File: config.mk
export PLATFORM = sky130hd
export DESIGN_NAME = io_regs
export DESIGN_NICKNAME = d
export VERILOG_FILES = /design/src/mem_pkg.sv /design/src/io_regs.sv
export VERILOG_INCLUDE_DIRS = /design/src /design/src/src
export SDC_FILE = /design/constraint.sdc
export NUM_CORES = 1
export LEC_CHECK = 0
export ABC_CLOCK_PERIOD_IN_PS = 5400
export BUFFER_PORTS_ARGS = -buffer_cell sky130_fd_sc_hd__buf_2
export CAP_MARGIN = 20
export CORE_ASPECT_RATIO = 1.5
export CORE_UTILIZATION = 30
export CTS_CLUSTER_SIZE = 24
export DETAILED_ROUTE_END_ITERATION = 16
export GPL_TIMING_DRIVEN = 1
export HOLD_SLACK_MARGIN = 0.02
export PLACE_DENSITY_LB_ADDON = 0.05
export SETUP_SLACK_MARGIN = 0.3
export SLEW_MARGIN = 30
export SYNTH_ARGS = -nofsm -noshare
export SYNTH_HDL_FRONTEND = slang
export SYNTH_SLANG_ARGS = --single-unit
export TNS_END_PERCENT = 50
File: constraint.sdc
create_clock -name clk -period 5.4 [get_ports clk]
set_input_delay 1.08 -clock clk [delete_from_list [all_inputs] [get_ports clk]]
set_output_delay 1.08 -clock clk [all_outputs]
set_load 0.005 [all_outputs]
File: src/riscv_defines.svh
`ifndef RISCV_DEFINES_SVH
`define RISCV_DEFINES_SVH

// Top address nibble decode on addr[31:28]
`define ADDR_IO   4'b1000
`define ADDR_BIOS 4'b0100

// Data memory answers to both 0001 and 0011
`define ADDR_DMEM 4'b00?1

// Data memory geometry in 32-bit words
`define DMEM_DEPTH     1024
`define DMEM_ADDR_BITS 10

// Low address bits used to pick an I/O register
`define IO_OFS_BITS 8

// I/O register byte offsets
`define IO_LED_OFS   8'h00
`define IO_STCNT_OFS 8'h04

`endif

File: src/mem_pkg.sv
package mem_pkg;

    // Major opcode from inst[6:2]
    typedef enum logic [4:0] {
        OPC_LOAD      = 5'b00000,
        OPC_ARI_ITYPE = 5'b00100,
        OPC_AUIPC     = 5'b00101,
        OPC_STORE     = 5'b01000,
        OPC_ARI_RTYPE = 5'b01100,
        OPC_LUI       = 5'b01101,
        OPC_BRANCH    = 5'b11000,
        OPC_JALR      = 5'b11001,
        OPC_JAL       = 5'b11011
    } opcode_e;

    // Load and store widths share the same codes
    typedef enum logic [2:0] {
        FNC_B  = 3'b000,
        FNC_H  = 3'b001,
        FNC_W  = 3'b010,
        FNC_BU = 3'b100,
        FNC_HU = 3'b101
    } funct3_e;

    typedef enum logic [1:0] {
        SIZE_BYTE  = 2'd0,
        SIZE_HALF  = 2'd1,
        SIZE_WORD  = 2'd2,
        SIZE_UNDEF = 2'd3
    } mem_size_e;

    typedef enum logic {
        DIN_RD2   = 1'b0,
        DIN_WDATA = 1'b1
    } din_sel_e;

    typedef enum logic [1:0] {
        SRC_NONE = 2'd0,
        SRC_DMEM = 2'd1,
        SRC_BIOS = 2'd2,
        SRC_IO   = 2'd3
    } load_src_e;

    typedef struct packed {
        din_sel_e  din_sel;
        mem_size_e size;
        logic      br_inst;
        logic      imem_en;
        logic      dmem_en;
        logic      bios_en;
        logic      io_en;
        logic      is_load;
    } mem_ctrl_t;

    typedef struct packed {
        logic [3:0]  wmask;
        logic [31:0] wdata;
        logic [31:0] addr;
    } mem_req_t;

endpackage

File: src/io_regs.sv
`include "riscv_defines.svh"

module io_regs import mem_pkg::*; (
    input  logic        clk,
    input  logic        reset,
    input  logic        en,
    input  logic        we,
    input  mem_req_t    req,
    output logic [31:0] dout,
    output logic [7:0]  led
);

    logic [`IO_OFS_BITS-1:0] ofs;
    logic [31:0]             st_cnt;

    assign ofs = req.addr[`IO_OFS_BITS-1:0];

    always_ff @(posedge clk) begin
        if (reset) begin
            led    <= 8'd0;
            st_cnt <= 32'd0;
        end else if (en && we) begin
            // Counts every I/O store at any offset
            st_cnt <= st_cnt + 32'd1;
            if (ofs == `IO_LED_OFS && req.wmask[0]) begin
                led <= req.wdata[7:0];
            end
        end
    end

    always_ff @(posedge clk) begin
        if (en) begin
            case (ofs)
                `IO_LED_OFS:   dout <= {24'd0, led};
                `IO_STCNT_OFS: dout <= st_cnt;
                default:       dout <= 32'd0;
            endcase
        end
    end

endmodule

[Word-level counts from Yosys, hierarchy flattened]
Index checks and enable logic that the tools add are counted.
Cells by class
  muxes and demuxes: 1
  equal/unequal tests: 1
  reductions and logical operators: 4
  add/subtract/negate cells: 1
Operator list (count)
  $pmux W32 S2: 1
  $add A32 B1 Y32 const B: 1
  $eq A8 B3 Y1 const B: 1
  $logic_not A8 Y1: 1
  $logic_and A1 B1 Y1: 2
  $reduce_and A2 Y1: 1
Word-level totals
  output and inout bits: 40
  register bits after elaboration: 72
  input bits: 72
  logic and storage cells: 10

[Longest topological paths before layout]
  depth after elaboration: 3
  mapped depth: 7

[Worst setup path after synthesis]
OpenSTA, ideal clock, no wires.
  path type: input port to flip-flop
  start: input port en
  end: register st_cnt[31]
  setup slack: 3.040 ns
  stages: 5
  data arrival time: 2.240 ns
  path buffers: 1
  path through: and4_1 -> nand4_4 -> buf_6 -> nor4_1 -> mux2_2
Between the ends
  cells in the longest elaborated chain, start to end: 1
RTL lines
  from (decl): line io_regs.sv:6  | input logic en,
  $logic_and A1 B1 Y1: line io_regs.sv:22  | end else if (en && we) begin
  to (signal assigned): line io_regs.sv:24  | st_cnt <= st_cnt + 32'd1;
  to (decl): line io_regs.sv:14  | logic [31:0] st_cnt;
Every way passes these cells.
A chain may end at the register's enable or synchronous reset.

[Worst setup path after layout]
Ends and elaborated chain as after synthesis.

==> results.ini <==
[synthesis]
yosysTopAreaCellShare_pct = 31.5
yosys-top-cells-area = edfxtp_1, dfxtp_1, and2_1
synthArstFlopShare_pct = 0
synthFlopType = dfxtp_1
yosysUniqueCellTypes = 33
synth_largest_area_cell = edfxtp_1
syn_area_sq_um = 3050
synth_cells = 276
synth_edf_count = 32
syn_area_per_cell_sq_um = 11.1
yosysSeqAreaShare_pct = 57.7
yosysWarnings = 0
ys_ff_latch = 72
synth_nets = 349

[final_layout]
stdcell_area_sq_um = 3750
syn_to_final_growth_pct = 22.7
nNetsFinal = 405
n_fill_cell = 1006
antennaDiodeCount = 0
drive_gt1_share_pct = 24.9
final_common_cell = buf_2
final_cell_mix = buf_2, dfxtp_1, edfxtp_1, and2_1, nor2_1

[die]
initial_core_util_pct = 31.2
core_area_sq_um = 9800
ios = 112
dieArea_sq_um = 10600
dieHeight_um = 126
die_w_um = 84.4
rows = 44

[setup_path]
cp-end-kind = flop
r2r_start = st_cnt[3]
crit_arrival_ns = 3.30
critPathKind = in2reg
startpoint_type = input port
critical_path.max_fanout = 38
required_ns = 5.62
cp-startpoint = en

[timing]
finalHoldViolCount = 0
setup-tns-final_ns = 0
hold_slack_ns = 0.492
fin_skew_ns = 0.00597
setup_viol = 0
clock.fmax_mhz = 325
relSlewSlack_pct = 43.0
min_period_ns = 3.08
tightestPinTransition_ns = 0.855
post-route-period-util_pct = 57.0
finalMaxSlewViolations = 0
rsz0062_at_grt = no

[outcome]
status = complete, but fails checks
violations = design-rule violations

[pwr]
cellPowerDensity_nw_per_um2 = 336
switching_share_pct = 19.8
p_leak_nw = 1.42
p_int_mw = 1.01
switching_power_mw = 0.249
power_frac_clock_pct = 50.9
vdd_drop_max_v = 0.000161
combinationalPowerShare_pct = 2.7
p_seq_share_pct = 46.4

[clock_tree]
cts_max_level = 3
cts_buffers = 9
clk_pin_slew_worst_paths_ns = 0.06
post-cts-setup-buffers = 0
cts.sinks = 72
worstSkewPairLatency_ns = 0.33
cts_tree = built
clk_path_buf_depth = 2
clk_root_buffer_cell = clkbuf_16
hold_buffers = 0
cts_resized = 0

[global_routing]
grt_pass1_vias = 2167
grt.total_usage_pct = 13.1
grt_pass1_wl_mm = 10.5
grt_antenna_before_repair = 0
grt-ovfl-total = 0
grt_start_max_net_pins = 44

[route]
route.detailed.wl_per_inst_um = 14.3
drtPass1Iterations = 9
vias = 2230
totalWireLength_mm = 6.47
viasPerCell = 4.93
first_iter_violations = 68
drc = 4
ant_nets = 0

[placed_design]
io_buffers = 60
gp_congestion = 0.694
dp_hpwl_mm = 4.27
place_area_sq_um = 3420

[worst_hold_path]
hold_path_class = reg2reg
min_from = st_cnt[22]

[run]
max-cap-violations = 0

## synth_stat cells, types with 2 or more instances
cell	count
dfxtp_1	40
edfxtp_1	32
and2_1	24
nor2_1	24
a21oi_1	17
nand2_1	13
nand3_1	11
o31ai_1	10
or4_1	10
xor2_1	10
clkbuf_1	9
a22o_1	8
mux2i_1	8
nand4_1	8
and4_1	7
o21ai_0	6
or3_1	6
nor3_1	4
nor4_1	4
and3_1	3
buf_2	3
inv_1	3
mux2_2	3
nor2b_1	3
buf_6	2
## power groups by stage
| stage | sequential (mW) | clock [mW] | combinational [mW] |
|---|---|---|---|
| 2_1_floorplan | 0.597 | 0 | 0.00736 |
| 3_3_place_gp | 0.595 | 0 | 0.0352 |
| 3_5_place_dp | 0.595 | 0 | 0.0356 |
| 4_1_cts | 0.584 | 0.659 | 0.0357 |
| 5_1_grt | 0.585 | 0.677 | 0.0384 |
| 6_report | 0.583 | 0.640 | 0.0343 |
## sequential cells by signal, summed over array words and instances (netlist names)
name    count
led         8
st_cnt     32
dout       32
## per-layer routing
layer	wire length [um]	vias up	global-route usage (%)	share of wire, %
met5	0	-	0	0
met2	3350	46	23.8	52
met3	259	11	3.96	4.0
met4	128	0	6.58	2.0
li1	-	1128	-	-
met1	2720	1045	13.6	42
## area by class of cell
| class | count | area (sq um) | area share [%] |
|---|---|---|---|
| multi-input combinational | 185 | 1200 | 32.0 |
| inverter | 3 | 11.3 | 0.301 |
| sequential | 72 | 1760 | 47.0 |
| timing repair buffer | 61 | 308 | 8.22 |
| clock buffer | 10 | 239 | 6.38 |
| clock inverter | 6 | 82.6 | 2.20 |
| tap | 115 | 144 | 3.84 |
## logic make-up (layout without fill, tap and decap cells)
kind of cell / count (synthesis) / count (layout) / share of synthesized area, %
compound gates: 43 / 43 / 9.14
xor+xnor: 11 / 11 / 3.16
fa+ha+maj: 1 / 1 / 0.410
buf+inv: 19 / 80 / 3.07
flops: 72 / 72 / 57.7
mux: 11 / 11 / 3.73
simple gates: 119 / 119 / 22.8
## worst paths after layout
kind           endpoint  depth (start not counted)  slack [ns]
max          st_cnt[31]                          5        2.32
min          st_cnt[22]                          2        0.49
max reg2reg  st_cnt[31]                          4        3.24
min reg2reg  st_cnt[22]                          2        0.49
## critical path: stages
cell and delay [ns]:
buf_2 0.64, and4_1 0.43, nand4_4 0.31, nor4_1 0.45
mux2_2 0.37
## per-stage QoR
step / setup WS [ns] / power (mW) / instances / utilization [%]
5_1_grt: 2.11 / 1.30 / 452 / 38.2
4_1_cts: 2.25 / 1.28 / 452 / 38.2
3_3_place_gp: 1.94 / 0.630 / 436 / 34.9
3_5_place_dp: 1.90 / 0.631 / 436 / 34.9
6_report: 2.32 / 1.26 / 452 / 38.2
2_1_floorplan: 3.04 / 0.604 / 276 / -
No activity file was read; power rests on OpenSTA's default activity.
