[config.mk]
export PLATFORM = sky130hd
export DESIGN_NAME = load_extract
export DESIGN_NICKNAME = d
export VERILOG_FILES = /design/src/riscv_defines.svh /design/src/mem_pkg.sv /design/src/load_extract.sv
export SDC_FILE = /design/constraint.sdc
export NUM_CORES = 1
export LEC_CHECK = 0
export BUFFER_PORTS_ARGS = -buffer_cell sky130_fd_sc_hd__buf_2
export CORE_MARGIN = 2
export CORE_UTILIZATION = 39
export DETAILED_ROUTE_END_ITERATION = 16
export PLACE_DENSITY = 0.88
export RECOVER_POWER = 25
export SLEW_MARGIN = 40
export SYNTH_ARGS = -nofsm -noshare
export SYNTH_HDL_FRONTEND = slang
export SYNTH_SLANG_ARGS = --single-unit
[constraint.sdc]
create_clock -name clk -period 4.7 [get_ports clk]
set_input_delay 0.705 -clock clk [delete_from_list [all_inputs] [get_ports clk]]
set_output_delay 0.705 -clock clk [all_outputs]
set_load 0.01 [all_outputs]
[src/riscv_defines.svh]
`ifndef RISCV_DEFINES_SVH
`define RISCV_DEFINES_SVH

// Top address nibble decode on addr[31:28]
`define ADDR_IO   4'b1000
`define ADDR_BIOS 4'b0100

// Data memory answers to both 0001 and 0011
`define ADDR_DMEM 4'b00?1

// Data memory geometry in 32-bit words
`define DMEM_DEPTH     1024
`define DMEM_ADDR_BITS 10

// Low address bits used to pick an I/O register
`define IO_OFS_BITS 8

// I/O register byte offsets
`define IO_LED_OFS   8'h00
`define IO_STCNT_OFS 8'h04

`endif

[src/mem_pkg.sv]
package mem_pkg;

    // Major opcode from inst[6:2]
    typedef enum logic [4:0] {
        OPC_LOAD      = 5'b00000,
        OPC_ARI_ITYPE = 5'b00100,
        OPC_AUIPC     = 5'b00101,
        OPC_STORE     = 5'b01000,
        OPC_ARI_RTYPE = 5'b01100,
        OPC_LUI       = 5'b01101,
        OPC_BRANCH    = 5'b11000,
        OPC_JALR      = 5'b11001,
        OPC_JAL       = 5'b11011
    } opcode_e;

    // Load and store widths share the same codes
    typedef enum logic [2:0] {
        FNC_B  = 3'b000,
        FNC_H  = 3'b001,
        FNC_W  = 3'b010,
        FNC_BU = 3'b100,
        FNC_HU = 3'b101
    } funct3_e;

    typedef enum logic [1:0] {
        SIZE_BYTE  = 2'd0,
        SIZE_HALF  = 2'd1,
        SIZE_WORD  = 2'd2,
        SIZE_UNDEF = 2'd3
    } mem_size_e;

    typedef enum logic {
        DIN_RD2   = 1'b0,
        DIN_WDATA = 1'b1
    } din_sel_e;

    typedef enum logic [1:0] {
        SRC_NONE = 2'd0,
        SRC_DMEM = 2'd1,
        SRC_BIOS = 2'd2,
        SRC_IO   = 2'd3
    } load_src_e;

    typedef struct packed {
        din_sel_e  din_sel;
        mem_size_e size;
        logic      br_inst;
        logic      imem_en;
        logic      dmem_en;
        logic      bios_en;
        logic      io_en;
        logic      is_load;
    } mem_ctrl_t;

    typedef struct packed {
        logic [3:0]  wmask;
        logic [31:0] wdata;
        logic [31:0] addr;
    } mem_req_t;

endpackage

[src/load_extract.sv]
module load_extract import mem_pkg::*; (
    input  logic        clk,
    input  logic        reset,
    input  mem_ctrl_t   ctrl,
    input  funct3_e     funct3,
    input  logic [31:0] addr,
    input  logic [31:0] dmem_dout,
    input  logic [31:0] bios_dout,
    input  logic [31:0] io_dout,
    output logic [31:0] load_data
);

    load_src_e   src_d;
    load_src_e   src_q;
    funct3_e     funct3_q;
    logic [1:0]  ofs_q;
    logic [31:0] word;
    logic [31:0] shifted;

    always_comb begin
        src_d = SRC_NONE;
        if (ctrl.is_load) begin
            if (ctrl.io_en) begin
                src_d = SRC_IO;
            end else if (ctrl.bios_en) begin
                src_d = SRC_BIOS;
            end else if (ctrl.dmem_en) begin
                src_d = SRC_DMEM;
            end
        end
    end

    always_ff @(posedge clk) begin
        if (reset) begin
            src_q <= SRC_NONE;
        end else begin
            src_q <= src_d;
        end
    end

    always_ff @(posedge clk) begin
        funct3_q <= funct3;
        ofs_q    <= addr[1:0];
    end

    always_comb begin
        case (src_q)
            SRC_DMEM: word = dmem_dout;
            SRC_BIOS: word = bios_dout;
            SRC_IO:   word = io_dout;
            default:  word = 32'd0;
        endcase
    end

    // Addressed byte or halfword down to bit 0
    assign shifted = word >> {ofs_q, 3'b000};

    always_comb begin
        case (funct3_q)
            FNC_B:   load_data = {{24{shifted[7]}}, shifted[7:0]};
            FNC_BU:  load_data = {24'd0, shifted[7:0]};
            FNC_H:   load_data = {{16{shifted[15]}}, shifted[15:0]};
            FNC_HU:  load_data = {16'd0, shifted[15:0]};
            default: load_data = word;
        endcase
    end

endmodule

# Yosys cells after proc, flatten, opt, wreduce, memory -nomap -nowiden

Cells that the tools add are included.

Register bits: 7
Word-level logic and storage cells: 18
Bits of input ports: 142
Bits in latches: 0
ROM bits: 0
Output and inout bits: 32
Bits in writable memories: 0
Memories: 0

Add/subtract/negate cells: 0
Bitwise gates (word level): 1
Reduce and logical (&&, ||, !) cells: 2
Multiply operators: 0
Multiplexer cells: 5
Order comparisons: 0
Eq/ne operators: 6
Shift operators: 1
Div/mod/pow operators: 0

Operator list:

| cell                                                 | count |
|---|---|
| case mux 32 bit (4 select lines)                     | 1 |
| case mux 32 bit (3 select lines)                     | 1 |
| right shift 32 x 5 -> 16 bit                         | 1 |
| equality test 3 bit (second input constant)          | 2 |
| equality test 2 bit (second input constant)          | 2 |
| two-way mux 2 bit                                    | 2 |
| equality test 3 x 1 -> 1 bit (second input constant) | 1 |
| logical NOT 3 bit                                    | 1 |
| equality test 2 x 1 -> 1 bit (second input constant) | 1 |
| OR reduction 2 bit                                   | 1 |
| two-way mux 1 bit                                    | 1 |
| inverter 1 bit                                       | 1 |

# Logic depth before layout (Yosys ltp)

Gate-level depths: netlist of run 1.

Depth in word-level cells: 4
Gate-level depth with buffers: 8
Gate-level depth less buffers: 5

# Least setup slack after synthesis of run 1

OpenSTA, ideal clock, no wires.

Path type: input port to output port
From: input port bios_dout[31]
To: output port load_data[16]
Data required time: 3.995 ns
Slack: 1.868 ns
Cell stages on the path: 6
Buffers on the path: 1
Arrival: 2.127 ns
Cell sequence: mux2_4 -> mux4_2 -> a2bb2oi_4 -> a31oi_4 -> buf_6 -> o21bai_1

Cells in the longest elaborated chain, start to end: 3

Ends and longest elaborated chain:

| what                             | line               | source |
|---|---|---|
| from (decl)                      | load_extract.sv:8  | `input logic [31:0] bios_dout,` |
| case mux 32 bit (3 select lines) | load_extract.sv:47 | `case (src_q)` |
| right shift 32 x 5 -> 16 bit     | load_extract.sv:56 | `assign shifted = word >> {ofs_q, 3'b000};` |
| case mux 32 bit (4 select lines) | load_extract.sv:59 | `case (funct3_q)` |
| to (decl)                        | load_extract.sv:10 | `output logic [31:0] load_data` |

Every way passes these cells.

# Final worst setup path of run 1

From: register src_q[0]
To: output port load_data[8]

Cells in the longest elaborated chain, start to end: 4
Elaborated cells on any way between the ends: 6
Those cells by class: eq/ne: 3; shift: 1; mux: 2

Ends and longest elaborated chain:

| what                                                                | line               | source |
|---|---|---|
| from (decl)                                                         | load_extract.sv:14 | `load_src_e src_q;` |
| from (signal assigned)                                              | load_extract.sv:37 | `src_q <= src_d;` |
| equality test 2 bit or equality test 2 x 1 -> 1 bit (tied branches) | load_extract.sv:47 |  |
| case mux 32 bit (3 select lines) *                                  | load_extract.sv:47 |  |
| right shift 32 x 5 -> 16 bit                                        | load_extract.sv:56 |  |
| case mux 32 bit (4 select lines) *                                  | load_extract.sv:59 |  |

Every way passes the cells marked *; elsewhere a longest branch is shown, timed or not.

==> out/metrics.yaml, run 1 <==
status:
  status: "complete, no violations"
cells_and_area:
  final_cell_area_um2: 2400
  fin_util: 0.588
  area_delta_synth_final_pct: 43.0
  stdcell_count: 396
  nets: 489
  drive_gt1_frac: 0.506
  n_antenna_cell: 0
  fillers: 380
placement:
  dp.cells: 392
  hpwl_um: 4630
  io_buffers: 138
  gp_congestion: 0.848
  place_area_um2: 2360
  dp_slack_ns: 1.52
global_route:
  track_usage: 0.240
  grt_start_max_net_pins: 33
  antenna_found_initial: 0
  grt_pass1_wl_um: 9880
  overflow: 0
  grt_pass1_vias: 2196
sta:
  rsz0062_at_grt: "false"
  relSlewSlack: 0.269
  hold-worst-slack_ns: 0.577
  max_freq_ghz: 0.266
  fin_tns_setup_ns: 0
  period_share: 0.801
  final.setup.worst_slack_ns: 0.936
  setup_violations: 0
  finalHoldViolations: 0
  worstMarginPinSlew_ns: 1.09
  fin_crit_ns: 3.76
  drv_slew: 0
synthesis:
  syn_avg_cell_area_um2: 7.54
  syn_inst: 223
  synth-simple-area-share: 0.128
  synth_cell_types: 39
  synth_top_family_by_area: "compound AO/OA/AOI/OAI gates"
  synth_seq_cells: 7
  synthMuxAreaShare: 0.270
  yosysWarnings: 0
  synth_ff_type: "dfxtp_1"
  async_flop_share: 0
  synth_top_area_cell: "mux2_2"
  synth_top_area_share: 0.141
  synth_edf_count: 0
  syn-cell-area_um2: 1680
  synth-adder-area-share: 0
  synthXorXnorAreaFrac: 0
  ys_seq_area_frac: 0.0834
  synth_compound_area_frac: 0.440
  synth_fp_nets: 365
  synth_area_leaders: "mux2_2, a22oi_1, dfxtp_1"
pwr:
  power_density_nw_per_um2: 151
  ir_drop_mv: 0.161
  p_leak_nw: 1.18
  total_power_uw: 362
route:
  drt-initial-drc-count: 120
  routed_wl_um: 6000
  ant_nets: 0
  viasPerCell: 5.66
  drc: 0
  wl_per_cell_um: 15.2
  drtPass1Iterations: 5
  vias: 2242
critical_path:
  crit_arrival_ns: 3.06
  end_kind: "output port"
  critPathLaunchType: "flop"
  cp_cell_sequence: "mux2_2 -> a221oi_1 -> a211oi_1 -> a221oi_4 -> o22ai_1 -> buf_2"
  worstSetupPathType: "reg2out"
  path_max_fanout: 26
  cp_slowest_cell: "dfxtp_1"
  required_ns: 3.99
  cp_num_buf_inv: 1
  crit_family: "compound AO/OA/AOI/OAI gates"
  slowest_delay_ns: 1.03
  worstSetupStartpoint: "src_q[0]"
flow_run:
  drv_cap: 0
die:
  die_x_um: 69.6
  start_util: 0.411
  die_h_um: 69.6
  coreArea_um2: 4090
  dieArea_um2: 4850
  pin_count: 174
  row_count: 23
clocking:
  postCtsSetupRepairBufs: 0
  numClockSinks: 7
  cts_tree: "yes"
  ctsResizeCount: 0
  clk_pin_slew_ns: 0.04
  cts_buffers: 3
  htreeDepth: 1
  cts_hold_buf: 0
  cts-root-buf: "clkbuf_8"
  cts.path.max_buffers: 2
worst_hold_path:
  hold_path_startpoint: "funct3[1]"
  hp-class: "in2reg"
  hold_end: "funct3_q[1]"
  whs_path_depth: 1
-- registers in the layout, indices dropped and copies added (netlist names) --
register / cells
ofs_q: 2
src_q: 2
funct3_q: 3
-- Yosys cell counts, types with 7 or more instances --
cell and instances:
a22oi_1 19, clkbuf_1 12, a221oi_1 10, dfxtp_1 7
nand2_1 25, a21oi_1 10, o21ai_0 15, o21bai_1 10
inv_1 7, mux2_2 21, nor2_1 13, mux2i_1 12
-- cells in the final DEF (no fill, tap or decap), types with 10 or more instances in the layout --
master and count:
mux2i_1 12, a221oi_1 10, mux2_2 21, nor2_1 13
o21ai_0 15, nand2_1 25, o21bai_1 10, a22oi_1 19
a21oi_1 10, buf_2 137
-- worst max-delay path by stage --
| stage | to | slack, ns | cells past startpoint |
|---|---|---|---|
| 2_1_floorplan | load_data[16] | 1.87 | 6 |
| 6_report | load_data[8] | 0.94 | 6 |
| 5_1_grt | load_data[8] | 0.64 | 6 |
| 3_5_place_dp | load_data[8] | 1.52 | 6 |
| 4_1_cts | load_data[8] | 1.27 | 6 |
| 3_3_place_gp | load_data[8] | 1.54 | 6 |
-- area by class of cell --
class / instances / area [um^2] / area share
multi-input combinational: 186 / 1410 / 0.586
timing repair buffer: 142 / 719 / 0.299
sequential: 7 / 140 / 0.0583
tap: 50 / 62.6 / 0.0260
clock buffer: 4 / 45.0 / 0.0188
inverter: 7 / 26.3 / 0.0109
-- cell families after synthesis --
kind of cell / after synthesis
muxes: 38
AOI/OAI and AO/OA: 98
buffers and inverters: 30
DFF: 7
and+or+nand+nor: 50
-- report_power, final --
group / leakage (nW) / internal (mW) / switching (mW)
Combinational: 1.10 / 0.104 / 0.101
Sequential: 0.0587 / 0.0629 / 0.0106
Clock: 0.0228 / 0.0586 / 0.0255
Total: 1.18 / 0.226 / 0.137
-- per-layer routing --
layer / part of all wire / vias up / global-route usage
li1: - / 1107 / -
met1: 0.41 / 1008 / 0.294
met2: 0.49 / 122 / 0.438
met3: 0.098 / 5 / 0.0494
met4: 0.0033 / 0 / 0.0406
met5: 0 / - / 0
No activity file was read; power rests on OpenSTA's default activity.
==> run 2, diff against run 1 <==
Settings changed: ABC_AREA from default to 1, CORE_UTILIZATION 39 to 38, PLACE_DENSITY 0.88 to 0.83.
Clock period 4.7 ns to 3.72 ns, I/O delays scaled along.
==> run 2 against run 1 <==
  * Synthesized cell count up 57%
  * Sequential share of layout area down 0.24 points
  * Setup slack worse by 0.36 ns
  * Power up 21%
  * Cell count up 34%
  * Sequential power up 21%
  * Flip-flop and latch count unchanged
  * Core utilization down 5.3 points
  * Highest routed layer unchanged
==> out/metrics.yaml, run 2 <==
status:
  status: "complete, no violations"
critical_path:
  cp_num_buf_inv: 2  # +1
  path_max_fanout: 19  # -27%
  cp_cell_sequence: "inv_2 -> nor2_2 -> nand2_1 -> nand3_1 -> nand2_1 -> nand3_1 -> nand3_1 -> nand2_1 -> buf_2"
  cp_slowest_cell: "nor2_2"
  crit_family: "simple AND/OR/NAND/NOR gates"
  critPathLaunchType: "flop"
  worstSetupPathType: "reg2out"
  crit_arrival_ns: 2.59  # -0.47 ns
  required_ns: 3.16  # -0.83 ns
  end_kind: "output port"
  slowest_delay_ns: 0.71  # -0.32 ns
  worstSetupStartpoint: "src_q[1]"
cells_and_area:
  multi_input_area_um2: 1480  # +5.2%
  area_delta_synth_final_pct: 37.2
  top_register: "funct3_q"
  largest_reg_flops: 3  # unchanged
  drive_gt1_frac: 0.370  # -0.136
  n_antenna_cell: 0  # unchanged
  final_cell_mix: "nand2_1, buf_2, nand3_1"
  largestRegisters: "funct3_q x3, ofs_q x2, src_q x2"
  seqCellArea_um2: 140  # unchanged
  layout_commonest_cell: "nand2_1"
  nets: 619  # +27%
  fillers: 527  # +39%
clocking:
  clk_pin_slew_ns: 0.04  # about the same
  htreeDepth: 1  # unchanged
  postCtsSetupRepairBufs: 0  # unchanged
  ctsResizeCount: 0  # unchanged
  cts-root-buf: "clkbuf_8"
  numClockSinks: 7  # unchanged
  cts_tree: "yes"
  cts_buffers: 3  # unchanged
  cts.path.max_buffers: 2  # unchanged
  cts_hold_buf: 0  # unchanged
route:
  viasPerCell: 5.19  # -8.4%
  drtPass1Iterations: 5  # unchanged
  vias: 2749  # +23%
  drc: 0  # unchanged
  ant_nets: 0  # unchanged
  wl_per_cell_um: 13.2  # -13%
  routed_wl_um: 7000  # +17%
  drt-initial-drc-count: 151  # +26%
placement:
  io_buffers: 138  # unchanged
  gp_congestion: 0.852  # +0.45%
  hpwl_um: 5520  # +19%
  dp_slack_ns: 0.885  # -0.634 ns
global_route:
  track_usage: 0.250  # +0.00968
  antenna_found_initial: 0  # unchanged
  grt_pass1_vias: 2479  # +13%
  grt_start_max_net_pins: 31  # -6.1%
  grt_pass1_wl_um: 10800  # +9.4%
  overflow: 0  # unchanged
synthesis:
  syn_avg_cell_area_um2: 5.21  # -31%
  ys_seq_area_frac: 0.0767  # -0.00674
  synth.top_cells.by_count: "nand2_1, nand3_1, nand3_2"
  synth_edf_count: 0  # unchanged
  yosysWarnings: 0  # unchanged
  synth_cell_types: 20  # -49%
  synth_seq_cells: 7  # unchanged
  syn-cell-area_um2: 1830  # +8.8%
  synth_most_common_cell: "nand2_1"
  syn_inst: 351  # +57%
  synth_area_leaders: "nand2_1, nand3_1, nand3_2"
  synth_fp_nets: 493  # +35%
  synth_top_area_cell: "nand2_1"
  synth_ff_type: "dfxtp_1"
  synth_top_area_share: 0.363  # +0.223
  async_flop_share: 0  # unchanged
sta:
  relSlewSlack: 0.414  # +0.144
  rsz0062_at_grt: "false"
  drv_slew: 0  # unchanged
  finalHoldViolations: 0  # unchanged
  worstMarginPinSlew_ns: 0.879  # -0.215 ns
  fin_crit_ns: 3.15
  final.setup.worst_slack_ns: 0.571  # -0.365 ns
  fin_tns_setup_ns: 0  # unchanged
  period_share: 0.846
  max_freq_ghz: 0.318
  setup_violations: 0  # unchanged
die:
  die_h_um: 73.4  # +5.3%
  dieArea_um2: 5380  # +11%
  start_util: 0.390  # -0.0216
  row_count: 25  # +8.7%
  coreArea_um2: 4690  # +15%
  die_x_um: 73.4  # +5.3%
  pin_count: 174  # unchanged
worst_hold_path:
  hold_path_startpoint: "funct3[0]"
  hp-class: "in2reg"
pwr:
  p_leak_nw: 1.59  # +34%
  power_density_nw_per_um2: 175  # +16%
  ir_drop_mv: 0.224  # +39%
flow_run:
  drv_cap: 0  # unchanged
[run 2: cell count changes after synthesis, sizes merged, moves of 6 or more]
cell	before	now
nand2	25	178
a221oi	11	0
clkbuf	12	5
mux2i	12	0
o21bai	10	0
a21o	6	0
nand3	2	110
o21ai	17	0
nor2	13	5
inv	7	14
nand4	0	9
a22oi	20	0
o22ai	6	0
mux2	23	0
[run 2: cell families (layout without fill, tap and decap cells)]
logic type,count (synthesis),after routing,share of synthesized area
AOI/OAI and AO/OA,6,6,0.0178
and+or+nand+nor,303,303,0.795
buffers and inverters,35,160,0.110
DFF,7,7,0.0767
[run 2: cell type report]
cell class | instances | area share
inverters | 14 | 0.0210
clock buffers | 4 | 0.0180
repair buffers | 142 | 0.287
multi-input cells | 309 | 0.591
well taps | 54 | 0.0269
flip-flops and latches | 7 | 0.0559
[run 2: path summary, 6_finish.rpt]
path / to / depth (start not counted)
max: load_data[3] / 9
min: funct3_q[0] / 1
[run 2: per-stage QoR]
step | cell area, um^2 | power [mW] | instances | hold slack (ns) | util
floorplan | 1830 | 0.233 | 351 | 0.586 | -
global placement | 2470 | 0.334 | 526 | 0.660 | 0.526
detailed placement | 2470 | 0.339 | 526 | 0.662 | 0.526
CTS | 2510 | 0.444 | 530 | 0.429 | 0.535
global route | 2510 | 0.478 | 530 | 0.426 | 0.534
finish | 2510 | 0.440 | 530 | 0.436 | 0.534
[run 2: layer usage]
layer	wire, um	global-route usage	up-vias
li1	-	-	1408
met1	2800	0.280	1224
met2	3730	0.498	115
met3	446	0.0247	2
met4	25	0.0586	0
met5	0	0	-
[run 2: report_power, final]
group	leakage (nW)	switching [mW]	internal [mW]	total [mW]
combinational	1.50	0.143	0.106	0.249
clock	0.0228	0.0289	0.0738	0.103
sequential	0.0587	0.00919	0.0795	0.0887
total	1.59	0.181	0.259	0.440
