### src/riscv_defines.svh
`ifndef RISCV_DEFINES_SVH
`define RISCV_DEFINES_SVH

// Top address nibble decode on addr[31:28]
`define ADDR_IO   4'b1000
`define ADDR_BIOS 4'b0100

// Data memory answers to both 0001 and 0011
`define ADDR_DMEM 4'b00?1

// Data memory geometry in 32-bit words
`define DMEM_DEPTH     1024
`define DMEM_ADDR_BITS 10

// Low address bits used to pick an I/O register
`define IO_OFS_BITS 8

// I/O register byte offsets
`define IO_LED_OFS   8'h00
`define IO_STCNT_OFS 8'h04

`endif

### src/mem_pkg.sv
package mem_pkg;

    // Major opcode from inst[6:2]
    typedef enum logic [4:0] {
        OPC_LOAD      = 5'b00000,
        OPC_ARI_ITYPE = 5'b00100,
        OPC_AUIPC     = 5'b00101,
        OPC_STORE     = 5'b01000,
        OPC_ARI_RTYPE = 5'b01100,
        OPC_LUI       = 5'b01101,
        OPC_BRANCH    = 5'b11000,
        OPC_JALR      = 5'b11001,
        OPC_JAL       = 5'b11011
    } opcode_e;

    // Load and store widths share the same codes
    typedef enum logic [2:0] {
        FNC_B  = 3'b000,
        FNC_H  = 3'b001,
        FNC_W  = 3'b010,
        FNC_BU = 3'b100,
        FNC_HU = 3'b101
    } funct3_e;

    typedef enum logic [1:0] {
        SIZE_BYTE  = 2'd0,
        SIZE_HALF  = 2'd1,
        SIZE_WORD  = 2'd2,
        SIZE_UNDEF = 2'd3
    } mem_size_e;

    typedef enum logic {
        DIN_RD2   = 1'b0,
        DIN_WDATA = 1'b1
    } din_sel_e;

    typedef enum logic [1:0] {
        SRC_NONE = 2'd0,
        SRC_DMEM = 2'd1,
        SRC_BIOS = 2'd2,
        SRC_IO   = 2'd3
    } load_src_e;

    typedef struct packed {
        din_sel_e  din_sel;
        mem_size_e size;
        logic      br_inst;
        logic      imem_en;
        logic      dmem_en;
        logic      bios_en;
        logic      io_en;
        logic      is_load;
    } mem_ctrl_t;

    typedef struct packed {
        logic [3:0]  wmask;
        logic [31:0] wdata;
        logic [31:0] addr;
    } mem_req_t;

endpackage

### src/store_align.sv
module store_align import mem_pkg::*; (
    input  mem_ctrl_t   ctrl,
    input  logic [31:0] addr,
    input  logic [31:0] rd2,
    input  logic [31:0] wb_data,
    output mem_req_t    req
);

    logic [31:0] din;

    // Hazard forwarding from write-back
    assign din = (ctrl.din_sel == DIN_WDATA) ? wb_data : rd2;

    assign req.addr = addr;

    always_comb begin
        case (ctrl.size)
            SIZE_BYTE: begin
                req.wdata = {4{din[7:0]}};
                req.wmask = 4'b0001 << addr[1:0];
            end
            SIZE_HALF: begin
                req.wdata = {2{din[15:0]}};
                req.wmask = addr[1] ? 4'b1100 : 4'b0011;
            end
            SIZE_WORD: begin
                req.wdata = din;
                req.wmask = 4'b1111;
            end
            default: begin
                // Not a store so nothing gets written
                req.wdata = din;
                req.wmask = 4'b0000;
            end
        endcase
    end

endmodule

### config.mk
export PLATFORM = sky130hd
export DESIGN_NAME = store_align
export DESIGN_NICKNAME = d
export VERILOG_FILES = /design/src/riscv_defines.svh /design/src/mem_pkg.sv /design/src/store_align.sv
export SDC_FILE = /design/constraint.sdc
export NUM_CORES = 1
export LEC_CHECK = 0
export ABC_AREA = 1
export CORE_AREA = 2 2 68 70
export DETAILED_ROUTE_END_ITERATION = 10
export DIE_AREA = 0 0 70 72
export DONT_BUFFER_PORTS = 1
export GPL_ROUTABILITY_DRIVEN = 0
export PLACE_DENSITY = 0.37
export SLEW_MARGIN = 10
export SYNTH_ARGS = -nofsm -noshare
export SYNTH_HDL_FRONTEND = slang
export SYNTH_SLANG_ARGS = --single-unit
### constraint.sdc
create_clock -name vclk -period 1
set_input_delay 0.2 -clock vclk [all_inputs]
set_output_delay 0.2 -clock vclk [all_outputs]
set_load 0.02 [all_outputs]
== Yosys cells after proc, flatten, opt, wreduce, memory -nomap -nowiden ==
Index checks and enable logic that the tools add are counted.
Cells by class
  equal/unequal tests: 2
  shifts and indexed selects: 1
  multiplexer cells: 3
  reductions and logical operators: 1
Operators with widths (count)
  36-bit one-hot mux with 3 select lines: 1
  32-bit two-way mux: 1
  4-bit two-way mux: 1
  1-bit by 2-bit left shift with 4-bit output (first input constant): 1
  2-bit by 1-bit equality test with 1-bit output (second input constant): 1
  2-bit equality test (second input constant): 1
  2-bit zero test: 1
Storage, ports and cells
  output and inout port bits: 68
  word-level logic and storage cells: 7
  bits of input ports: 105
  register bits: 0

== Depth between registers and ports, before layout ==
Gate-level depths: netlist of the first run.
  depth in word-level cells: 2
  gate-level depth with buffers: 6
  depth with buffers taken out: 5

== Worst setup path before layout of the first run ==
No wires, ideal clock.
  kind: input -> output
  start: input ctrl[8] (netlist bit)
  end: output req[48] (netlist bit)
  arrival: 1.180 ns
  path slack: -0.380 ns
  cell stages on the path: 4
  data required time: 0.800 ns
  path buffers: 1
  cells stage by stage: buf_4 > o21ai_0 > nand2_1 > nand2_1
RTL lines
  from (decl): line store_align.sv:2  | input mem_ctrl_t ctrl,
  to (decl): line store_align.sv:6  | output mem_req_t req

==> results.md, run 1 <==
- Critical Path RT: approximately 0.8 ns
- Reg area: 0 µm²
- VDD IR max: approximately 0.16 mV
- Initial Util: 0.268
- FP Rows: 24
- DR WL/cell: approximately 13 µm
- Total number of vias: about 1300
- Vias in the first global route: 1247
- GRT Util Overall: 0.133
- WL final: ~3600 µm
- Antenna Diode Count: 0
- CP arrival: between 0.7 and 0.8 ns
- Share of cells above drive strength 1: 0.320
- Max_slew headroom: 0.824
- Netlist cell types: 12
- Layout Utilization: 0.325
- CP Launch Point: ctrl[6]
- Hold path startpoint: addr[25]
- RSZ-0062 raised after global routing: true
- Worst hold endpoint: req[25]
- Synthesized area per cell: ~4.6 µm²
- Status: completed
- Drt pass-1 iters: 4
- Gr ovfl total: 0
- Critical Path Sink Type: output port
- Largest net degree at the start of global routing: 50
- Die Area: roughly 0.0050 mm²
- Layout area overhead: 21.3%
- Top-area cell type share of the netlist area: 0.349
- FMAX: 1020 MHz
- Worst Hold Class: primary input to output port
- DRC violations left: 0
- Hold Vio Cnt, Final: 0
- Static leakage: between 0.7 and 0.8 nW
- Final setup violation count: 0
- MaxCap Viol Count: 0
- Vias per std cell: 4.71
- Initial antenna violation count: 0
- Worst setup SP type: primary input
- Worst-margin pin slew: 0.263 ns
- Period Utilization, post-route: 0.982
- Cell taking the most area after synthesis: nand2_1
- Minimum clock period after layout: roughly 0.98 ns
- Top cells by area, synth: nand2_1, buf_4, inv_1
- Final ANT Viol Nets: 0
- Kind of critical path: primary input to output port
- CLK BUF: 0
- Worst hold path depth: 0
- First-pass GRT wire length: between 5000 and 6000 µm
- Num sequential: 0
- Post-Syn Nets: ~360
- Area of the core: between 0.004 and 0.005 mm²
- YS warnings: 0
- Gate Count Post-Synth: 250
- Crit path max fanout: 8
- Die Y: about 72 µm
- Post-synthesis sequential area ratio: 0
- Dpl hpwl: ~2900 µm
- Layout Nets: ~340
- Cell Area, Placed: about 0.0013 mm²
- Slew Limit Fails: 0
- Port bufs: 0
- Design Area, Final: approximately 0.0014 mm²
- Die W: 70 µm
- 1st-iter DRT viols: 32
- Mapped Area: roughly 0.0011 mm²
- Boundary Pins: between 150 and 200
- P per Cell Area: between 500 and 600 mW/mm²
[cell families after synthesis]
kind of cell,after synthesis,synth area share
and+or+nand+nor,151,0.527
buffers and inverters,79,0.385
AOI/OAI and AO/OA,20,0.0877
[report_power, final]
group | internal, W | switching (W)
Clock | 0 | 0
Combinational | 0.000260 | 0.000480
Sequential | 0 | 0
[timing repair]
action                                  4_1_cts  5_1_grt
hold endpoints to repair                      0        0
resized for setup                             3       21
cloned                                        0        0
buffers inserted                              0        0
pin swaps                                    12        7
endpoints found under the setup margin       14       16
hold buffers                                  0        0
[Yosys cell counts]
cell type	n
nor2_1	19
nand3_1	24
inv_1	35
buf_6	1
or2_1	1
clkbuf_1	1
buf_4	34
nor2_2	1
inv_2	2
buf_2	6
nand2_1	106
o21ai_0	20
[worst max-delay path: stages]
cell and delay, ns:
nor2_2 0.12, buf_6 0.17, nand3_2 0.13, nand2_2 0.15
[routing by layer]
metal  GRT usage  part of all wire  vias up
met1       0.164              0.40      573
li1            -                 -      674
met2       0.256              0.53       69
met5           0                 0        -
met4     0.00641           0.00056        0
met3      0.0194             0.076        2
[layout make-up]
type               instances  area, µm²
fillers                  523       2880
inverters                 37        139
well taps                 52       65.1
multi-input cells        171        997
repair buffers            20        183
[cell usage in the layout (no fill, tap or decap)]
cell | synthesis | routed
inv_2 | 2 | 2
nand2_1 | 106 | 85
nand3_1 | 24 | 7
o21ai_4 | 0 | 10
buf_4 | 34 | 16
buf_12 | 0 | 2
o21ai_1 | 0 | 2
nand3_2 | 0 | 13
inv_1 | 35 | 35
buf_6 | 1 | 2
nand2_2 | 0 | 19
nand3_4 | 0 | 4
nand2_4 | 0 | 2
o21ai_0 | 20 | 8
nor2_1 | 19 | 18
nor2_2 | 1 | 2
or2_4 | 0 | 1
[worst max-delay path by stage]
| stage | end | slack [ns] | depth (start not counted) |
|---|---|---|---|
| after floorplan | req[48] | 0.004 | 4 |
| after global placement | req[60] | -0.05 | 4 |
| after detailed placement | req[60] | -0.05 | 4 |
| after CTS | req[40] | -0.02 | 6 |
| after global routing | req[55] | -0.05 | 4 |
| final | req[40] | 0.02 | 4 |
[per-stage QoR]
step | TNS [ns] | worst slack (ns) | hold slack [ns] | power, W | cells
3_5_place_dp | -0.281 | -0.0485 | 0.400 | 0.000699 | 280
2_1_floorplan | 0 | 0.00396 | 0.513 | 0.000786 | 250
3_3_place_gp | -0.330 | -0.0523 | 0.400 | 0.000698 | 280
5_1_grt | -0.330 | -0.0540 | 0.400 | 0.000816 | 280
4_1_cts | -0.0429 | -0.0184 | 0.400 | 0.000707 | 280
6_report | 0 | 0.0178 | 0.400 | 0.000741 | 280
No activity file was read; power rests on OpenSTA's default activity.
==> run 2, diff against run 1 <==
--- a/config.mk
+++ b/config.mk
@@ -12,6 +12,7 @@
 export DONT_BUFFER_PORTS = 1
 export GPL_ROUTABILITY_DRIVEN = 0
 export PLACE_DENSITY = 0.37
+export RECOVER_POWER = 100
 export SLEW_MARGIN = 10
 export SYNTH_ARGS = -nofsm -noshare
 export SYNTH_HDL_FRONTEND = slang
==> run 2 against run 1 <==
  * Die area unchanged
  * Fmax barely moved
  * Combinational power shrank 3.8%
  * Critical path depth unchanged
  * Via count fell by 0.83%
  * Non-clock buffer count did not move
  * Sequential cell count stayed put
  * Core utilization fell by 0.97 points
  * Global-route usage unchanged
  * Hold slack unchanged
  * First-iteration DRC count up 3.1%
  * Sequential share of layout area stayed put
  * Largest cell class unchanged
  * Highest routed layer unchanged
==> results.md, run 2 (synthesis gave the netlist of run 1 again) <==
- Die Area: 0.00504 mm² (unchanged)
- DR WL/cell: 12.8 µm (+0.33%)
- 1st-iter DRT viols: 33 (+3.1%)
- Largest net degree at the start of global routing: 50 (unchanged)
- Critical Path Sink Type: output port
- Status: completed
- Worst setup SP type: primary input
- Share of cells above drive strength 1: 0.281 (-0.0395)
- Kind of critical path: primary input to output port
- Worst-margin pin slew: 0.268 ns (+0.00432 ns)
- Dpl hpwl: 2860 µm (unchanged)
- Num sequential: 0 (unchanged)
- Layout Utilization: 0.315 (-0.00968)
- CP arrival: 0.78 ns (about the same)
- Minimum clock period after layout: 0.981 ns (-0.000754 ns)
- Hold_ws: 0.400 ns (unchanged)
- Area of the core: 0.00426 mm² (unchanged)
- Commonest non-fill, non-tap cell in the layout: nand2_1
- MaxCap Viol Count: 0 (unchanged)
- Pre-CTS setup slack: -0.0485 ns (unchanged)
- Reg area: 0 µm² (unchanged)
- FP Rows: 24 (unchanged)
- WL final: 3600 µm (+0.33%)
- Worst Hold Class: primary input to output port
- DRC violations left: 0 (unchanged)
- Post-route setup slack: 0.0186 ns (+0.000754 ns)
- Vias per std cell: 4.67 (-0.83%)
- Die Y: 72 µm (unchanged)
- Gr ovfl total: 0 (unchanged)
- Post-route setup TNS: 0 ns (unchanged)
- Initial antenna violation count: 0 (unchanged)
- Fin cells: 280 (unchanged)
- RSZ-0062 raised after global routing: true
- Max_slew headroom: 0.821 (-0.00271)
- CLK BUF: 0 (unchanged)
- Layout Nets: 335 (unchanged)
- Hold Vio Cnt, Final: 0 (unchanged)
- Static leakage: 0.746 nW (-4.4%)
- GRT Util Overall: 0.133 (unchanged)
- Critical Path RT: 0.80 ns (about the same)
- VDD IR max: 0.151 mV (-8.5%)
- Placed Cells: 280 (unchanged)
- Die W: 70 µm (unchanged)
- P per Cell Area: 531 mW/mm² (-0.80%)
- Drt pass-1 iters: 4 (unchanged)
- First-pass GRT wire length: 5720 µm (unchanged)
- FMAX: 1020 MHz (about the same)
- Crit path max fanout: 8 (unchanged)
- Period Utilization, post-route: 0.981 (about the same)
- Total number of vias: 1307 (-0.83%)
- Most frequent cells in the layout: nand2_1, inv_1, nand2_2
- Initial Util: 0.268 (unchanged)
- Slew Limit Fails: 0 (unchanged)
- Boundary Pins: 173 (unchanged)
- Vias in the first global route: 1247 (unchanged)
- Layout area overhead: 17.7%
- Port bufs: 0 (unchanged)
- Post-cts hold buffer count: 0 (unchanged)
- Final ANT Viol Nets: 0 (unchanged)
- Final setup violation count: 0 (unchanged)
- Antenna Diode Count: 0 (unchanged)
- Post-CTS setup buffer count: 0 (unchanged)
- Fill cell count: 530 (+1.3%)
==> run 2: critical path: stages <==
cell and delay (ns):
nor2_2 0.12, buf_6 0.17, nand3_2 0.13, nand2_2 0.15
==> run 2: report_power, final <==
group	switching [W]	internal (W)	leakage, nW
logic	0.000477	0.000236	0.746
registers	0	0	0
clock network	0	0	0
==> run 2: final cells by class <==
type	count	area, µm²	area share
multi-input cells	171	990	0.737
well taps	52	65.1	0.0485
inverters	37	139	0.103
repair buffers	20	149	0.111
==> run 2: metal layers <==
metal  share of wire  global-route usage  vias up
met5               0                   0        -
met4         0.00056             0.00641        0
met3           0.076              0.0194        2
met2            0.52               0.256       67
met1            0.40               0.164      563
li1                -                   -      675
==> run 2: path summary, 6_finish.rpt <==
| path | from | endpoint | slack [ns] | depth (start not counted) |
|---|---|---|---|---|
| max | ctrl[6] | req[47] | 0.02 | 4 |
| min | addr[25] | req[25] | 0.40 | 0 |
==> run 2: stage by stage <==
stage          area [µm²]  power [W]
2_1_floorplan        1360   0.000786
5_1_grt              1340   0.000788
3_3_place_gp         1270   0.000698
6_report             1340   0.000713
4_1_cts              1290   0.000707
3_5_place_dp         1270   0.000699
==> run 2: what timing repair did <==
item	in CTS	in global routing
setup endpoints to repair	14	16
pin swaps	12	7
endpoints found under the hold margin	0	0
resized for setup	3	21
==> run 3, diff against run 2 <==
--- a/config.mk
+++ b/config.mk
@@ -6,13 +6,12 @@
 export NUM_CORES = 1
 export LEC_CHECK = 0
 export ABC_AREA = 1
-export CORE_AREA = 2 2 68 70
+export BUFFER_PORTS_ARGS = -buffer_cell sky130_fd_sc_hd__buf_2
+export CORE_AREA = 2 2 66 68
 export DETAILED_ROUTE_END_ITERATION = 10
-export DIE_AREA = 0 0 70 72
-export DONT_BUFFER_PORTS = 1
+export DIE_AREA = 0 0 68 70
 export GPL_ROUTABILITY_DRIVEN = 0
-export PLACE_DENSITY = 0.37
-export RECOVER_POWER = 100
+export PLACE_DENSITY = 0.76
 export SLEW_MARGIN = 10
 export SYNTH_ARGS = -nofsm -noshare
 export SYNTH_HDL_FRONTEND = slang
==> run 3 against run 2 <==
  * The run now ends with setup timing left
  * Total power grew 120%
  * Non-clock buffer count grew 120
  * Sequential cell count is the same
  * Critical path depth grew 4
  * First-iteration DRC count grew 52%
  * Global-route usage grew 6.4 points
  * Design area grew 110%
  * Sequential share of layout area is the same
  * Hold slack is essentially flat
  * Highest routed layer unchanged
==> results.md, run 3 (synthesis gave the netlist of run 1 again) <==
- Worst setup SP type: primary input
- Gr busiest metal: met2
- Met2 global-route usage: 0.378 (+0.121)
- Initial Util: 0.275 (+0.00776)
- Switching part of the total power: 0.502 (-0.167)
- Worst Hold Class: primary input to output port
- Port bufs: 107 (+107)
- Initial antenna violation count: 1 (+1)
- Dpl hpwl: 3590 µm (+25%)
- Die Y: 70 µm (-2.8%)
- Combinational group share of total power: 1.000 (about the same)
- Num sequential: 0 (unchanged)
- Crit path max fanout: 6 (-2)
- Layout Nets: 455 (+36%)
- Die W: 68 µm (-2.9%)
- Hold Vio Cnt, Final: 0 (unchanged)
- Max_slew headroom: 0.785 (-0.0365)
- Minimum clock period after layout: 1.16 ns (+0.178 ns)
- Commonest non-fill, non-tap cell in the layout: buf_2
- Clock network power share: 0 (unchanged)
- MaxCap Viol Count: 0 (unchanged)
- Post-cts hold buffer count: 0 (unchanged)
- Period Utilization, post-route: 1.16 (+0.178)
- Drt pass-1 iters: 4 (unchanged)
- Boundary Pins: 173 (unchanged)
- Switching power: 0.000773 W (+62%)
- DRC violations left: 0 (unchanged)
- Final setup violation count: 32 (+32)
- WL final: 5560 µm (+55%)
- CLK BUF: 0 (unchanged)
- Pre-CTS setup slack: -0.302 ns (-0.254 ns)
- Met1 usage: 0.226 (+0.0618)
- Worst-margin pin slew: 0.322 ns (+0.0544 ns)
- VDD IR max: 0.257 mV (+70%)
- Vias in the first global route: 1733 (+39%)
- RSZ-0062 raised after global routing: true
- FMAX: 862 MHz (-15%)
- Final ANT Viol Nets: 0 (unchanged)
- Kind of critical path: primary input to output port
- Internal power: 0.000767 W (+230%)
- P per Cell Area: 558 mW/mm² (+5.0%)
- Overall power: 0.00154 W (+120%)
- Total number of vias: 1872 (+43%)
- CP Launch Point: ctrl[8]
- GRT Util Overall: 0.197 (+0.0640)
- Slew Limit Fails: 0 (unchanged)
- DR WL/cell: 13.9 µm (+7.9%)
- Most frequent cells in the layout: buf_2, nand2_1, nand2_2
- Share of cells above drive strength 1: 0.718 (+0.438)
- FP Rows: 24 (unchanged)
- Layout area overhead: 142%
- Vias per std cell: 4.67 (about the same)
- Worst hold endpoint: req[12]
- Status: finished, violations left
- Critical Path RT: 0.80 ns (about the same)
- Reg area: 0 µm² (unchanged)
- Seq pwr share: 0 (unchanged)
- First-pass GRT wire length: 7550 µm (+32%)
- Post-route setup TNS: -3.72 ns (-3.72 ns)
- Critical Path Sink Type: output port
- Static leakage: 1.51 nW (+100%)
- Worst hold path depth: 0 (unchanged)
- 1st-iter DRT viols: 50 (+52%)
- Area of the core: 0.00414 mm² (-2.8%)
- CP arrival: 0.96 ns (+0.18 ns)
- M3 GR Usage: 0.0177 (-0.00173)
- Failing checks: setup timing
- Die Area: 0.00476 mm² (-5.6%)
- Largest net degree at the start of global routing: 13 (-74%)
- Hold path startpoint: addr[12]
- Post-route setup slack: -0.160 ns (-0.178 ns)
- Gr ovfl total: 0 (unchanged)
==> run 3: cell count changes in the layout (fill, tap and decap cells not counted), moves of 5 or more <==
cell,change
buf_6,+39
o21ai_0,-10
nand2_1,-35
buf_4,+7
clkbuf_1,-9
nand2_2,+27
o21ai_2,+5
nor2_4,+9
buf_2,+68
clkbuf_16,+5
buf_16,+5
nand2_4,+8
nor2_1,-12
==> run 3: metal layers <==
| metal | vias up | routed length [µm] |
|---|---|---|
| li1 | 921 | - |
| met2 | 79 | 3120 |
| met3 | 26 | 339 |
| met1 | 846 | 1950 |
| met5 | - | 0 |
| met4 | 0 | 147 |
==> run 3: what timing repair did <==
| item | in CTS | in global routing |
|---|---|---|
| cloned | 4 | 5 |
| pin swaps | 22 | 44 |
| setup buffers | 1 | 4 |
| gates resized for setup | 124 | 85 |
| setup endpoints to repair | 36 | 36 |
==> run 3: through the flow <==
| step | util | cell area, µm² | cells | hold slack, ns |
|---|---|---|---|---|
| 2_1_floorplan | - | 1360 | 250 | 0.513 |
| 3_3_place_gp | 0.438 | 1810 | 386 | 0.400 |
| 3_5_place_dp | 0.438 | 1810 | 386 | 0.400 |
| 4_1_cts | 0.556 | 2310 | 391 | 0.400 |
| 5_1_grt | 0.666 | 2760 | 400 | 0.400 |
| 6_report | 0.666 | 2760 | 401 | 0.400 |
==> run 3: layout make-up <==
| cell class | count | area (µm²) |
|---|---|---|
| multi-input combinational | 171 | 1230 |
| tap | 52 | 65.1 |
| antenna | 1 | 2.50 |
| fill | 343 | 1380 |
| timing repair buffer | 140 | 1300 |
| inverter | 37 | 164 |
==> run 3: power groups by stage <==
| stage | clock, W | sequential [W] | combinational, W |
|---|---|---|---|
| 2_1_floorplan | 0 | 0 | 0.000786 |
| 3_3_place_gp | 0 | 0 | 0.000978 |
| 3_5_place_dp | 0 | 0 | 0.000990 |
| 4_1_cts | 0 | 0 | 0.00130 |
| 5_1_grt | 0 | 0 | 0.00164 |
| 6_report | 0.000000000134 | 0 | 0.00154 |
==> run 3: worst max path at each step <==
stage              end  slack (ns)  cells past startpoint
6_report       req[42]       -0.16                      8
5_1_grt        req[43]       -0.20                      8
4_1_cts        req[45]       -0.17                      6
3_5_place_dp   req[42]       -0.30                      8
3_3_place_gp   req[43]       -0.28                      8
2_1_floorplan  req[48]       0.004                      4
==> run 3: critical path, stage by stage <==
cell     delay (ns)
buf_16         0.13
buf_12         0.14
buf_8          0.12
nand2_2        0.05
nand2_2        0.05
nand2_1        0.08
nand2_2        0.05
buf_6          0.12
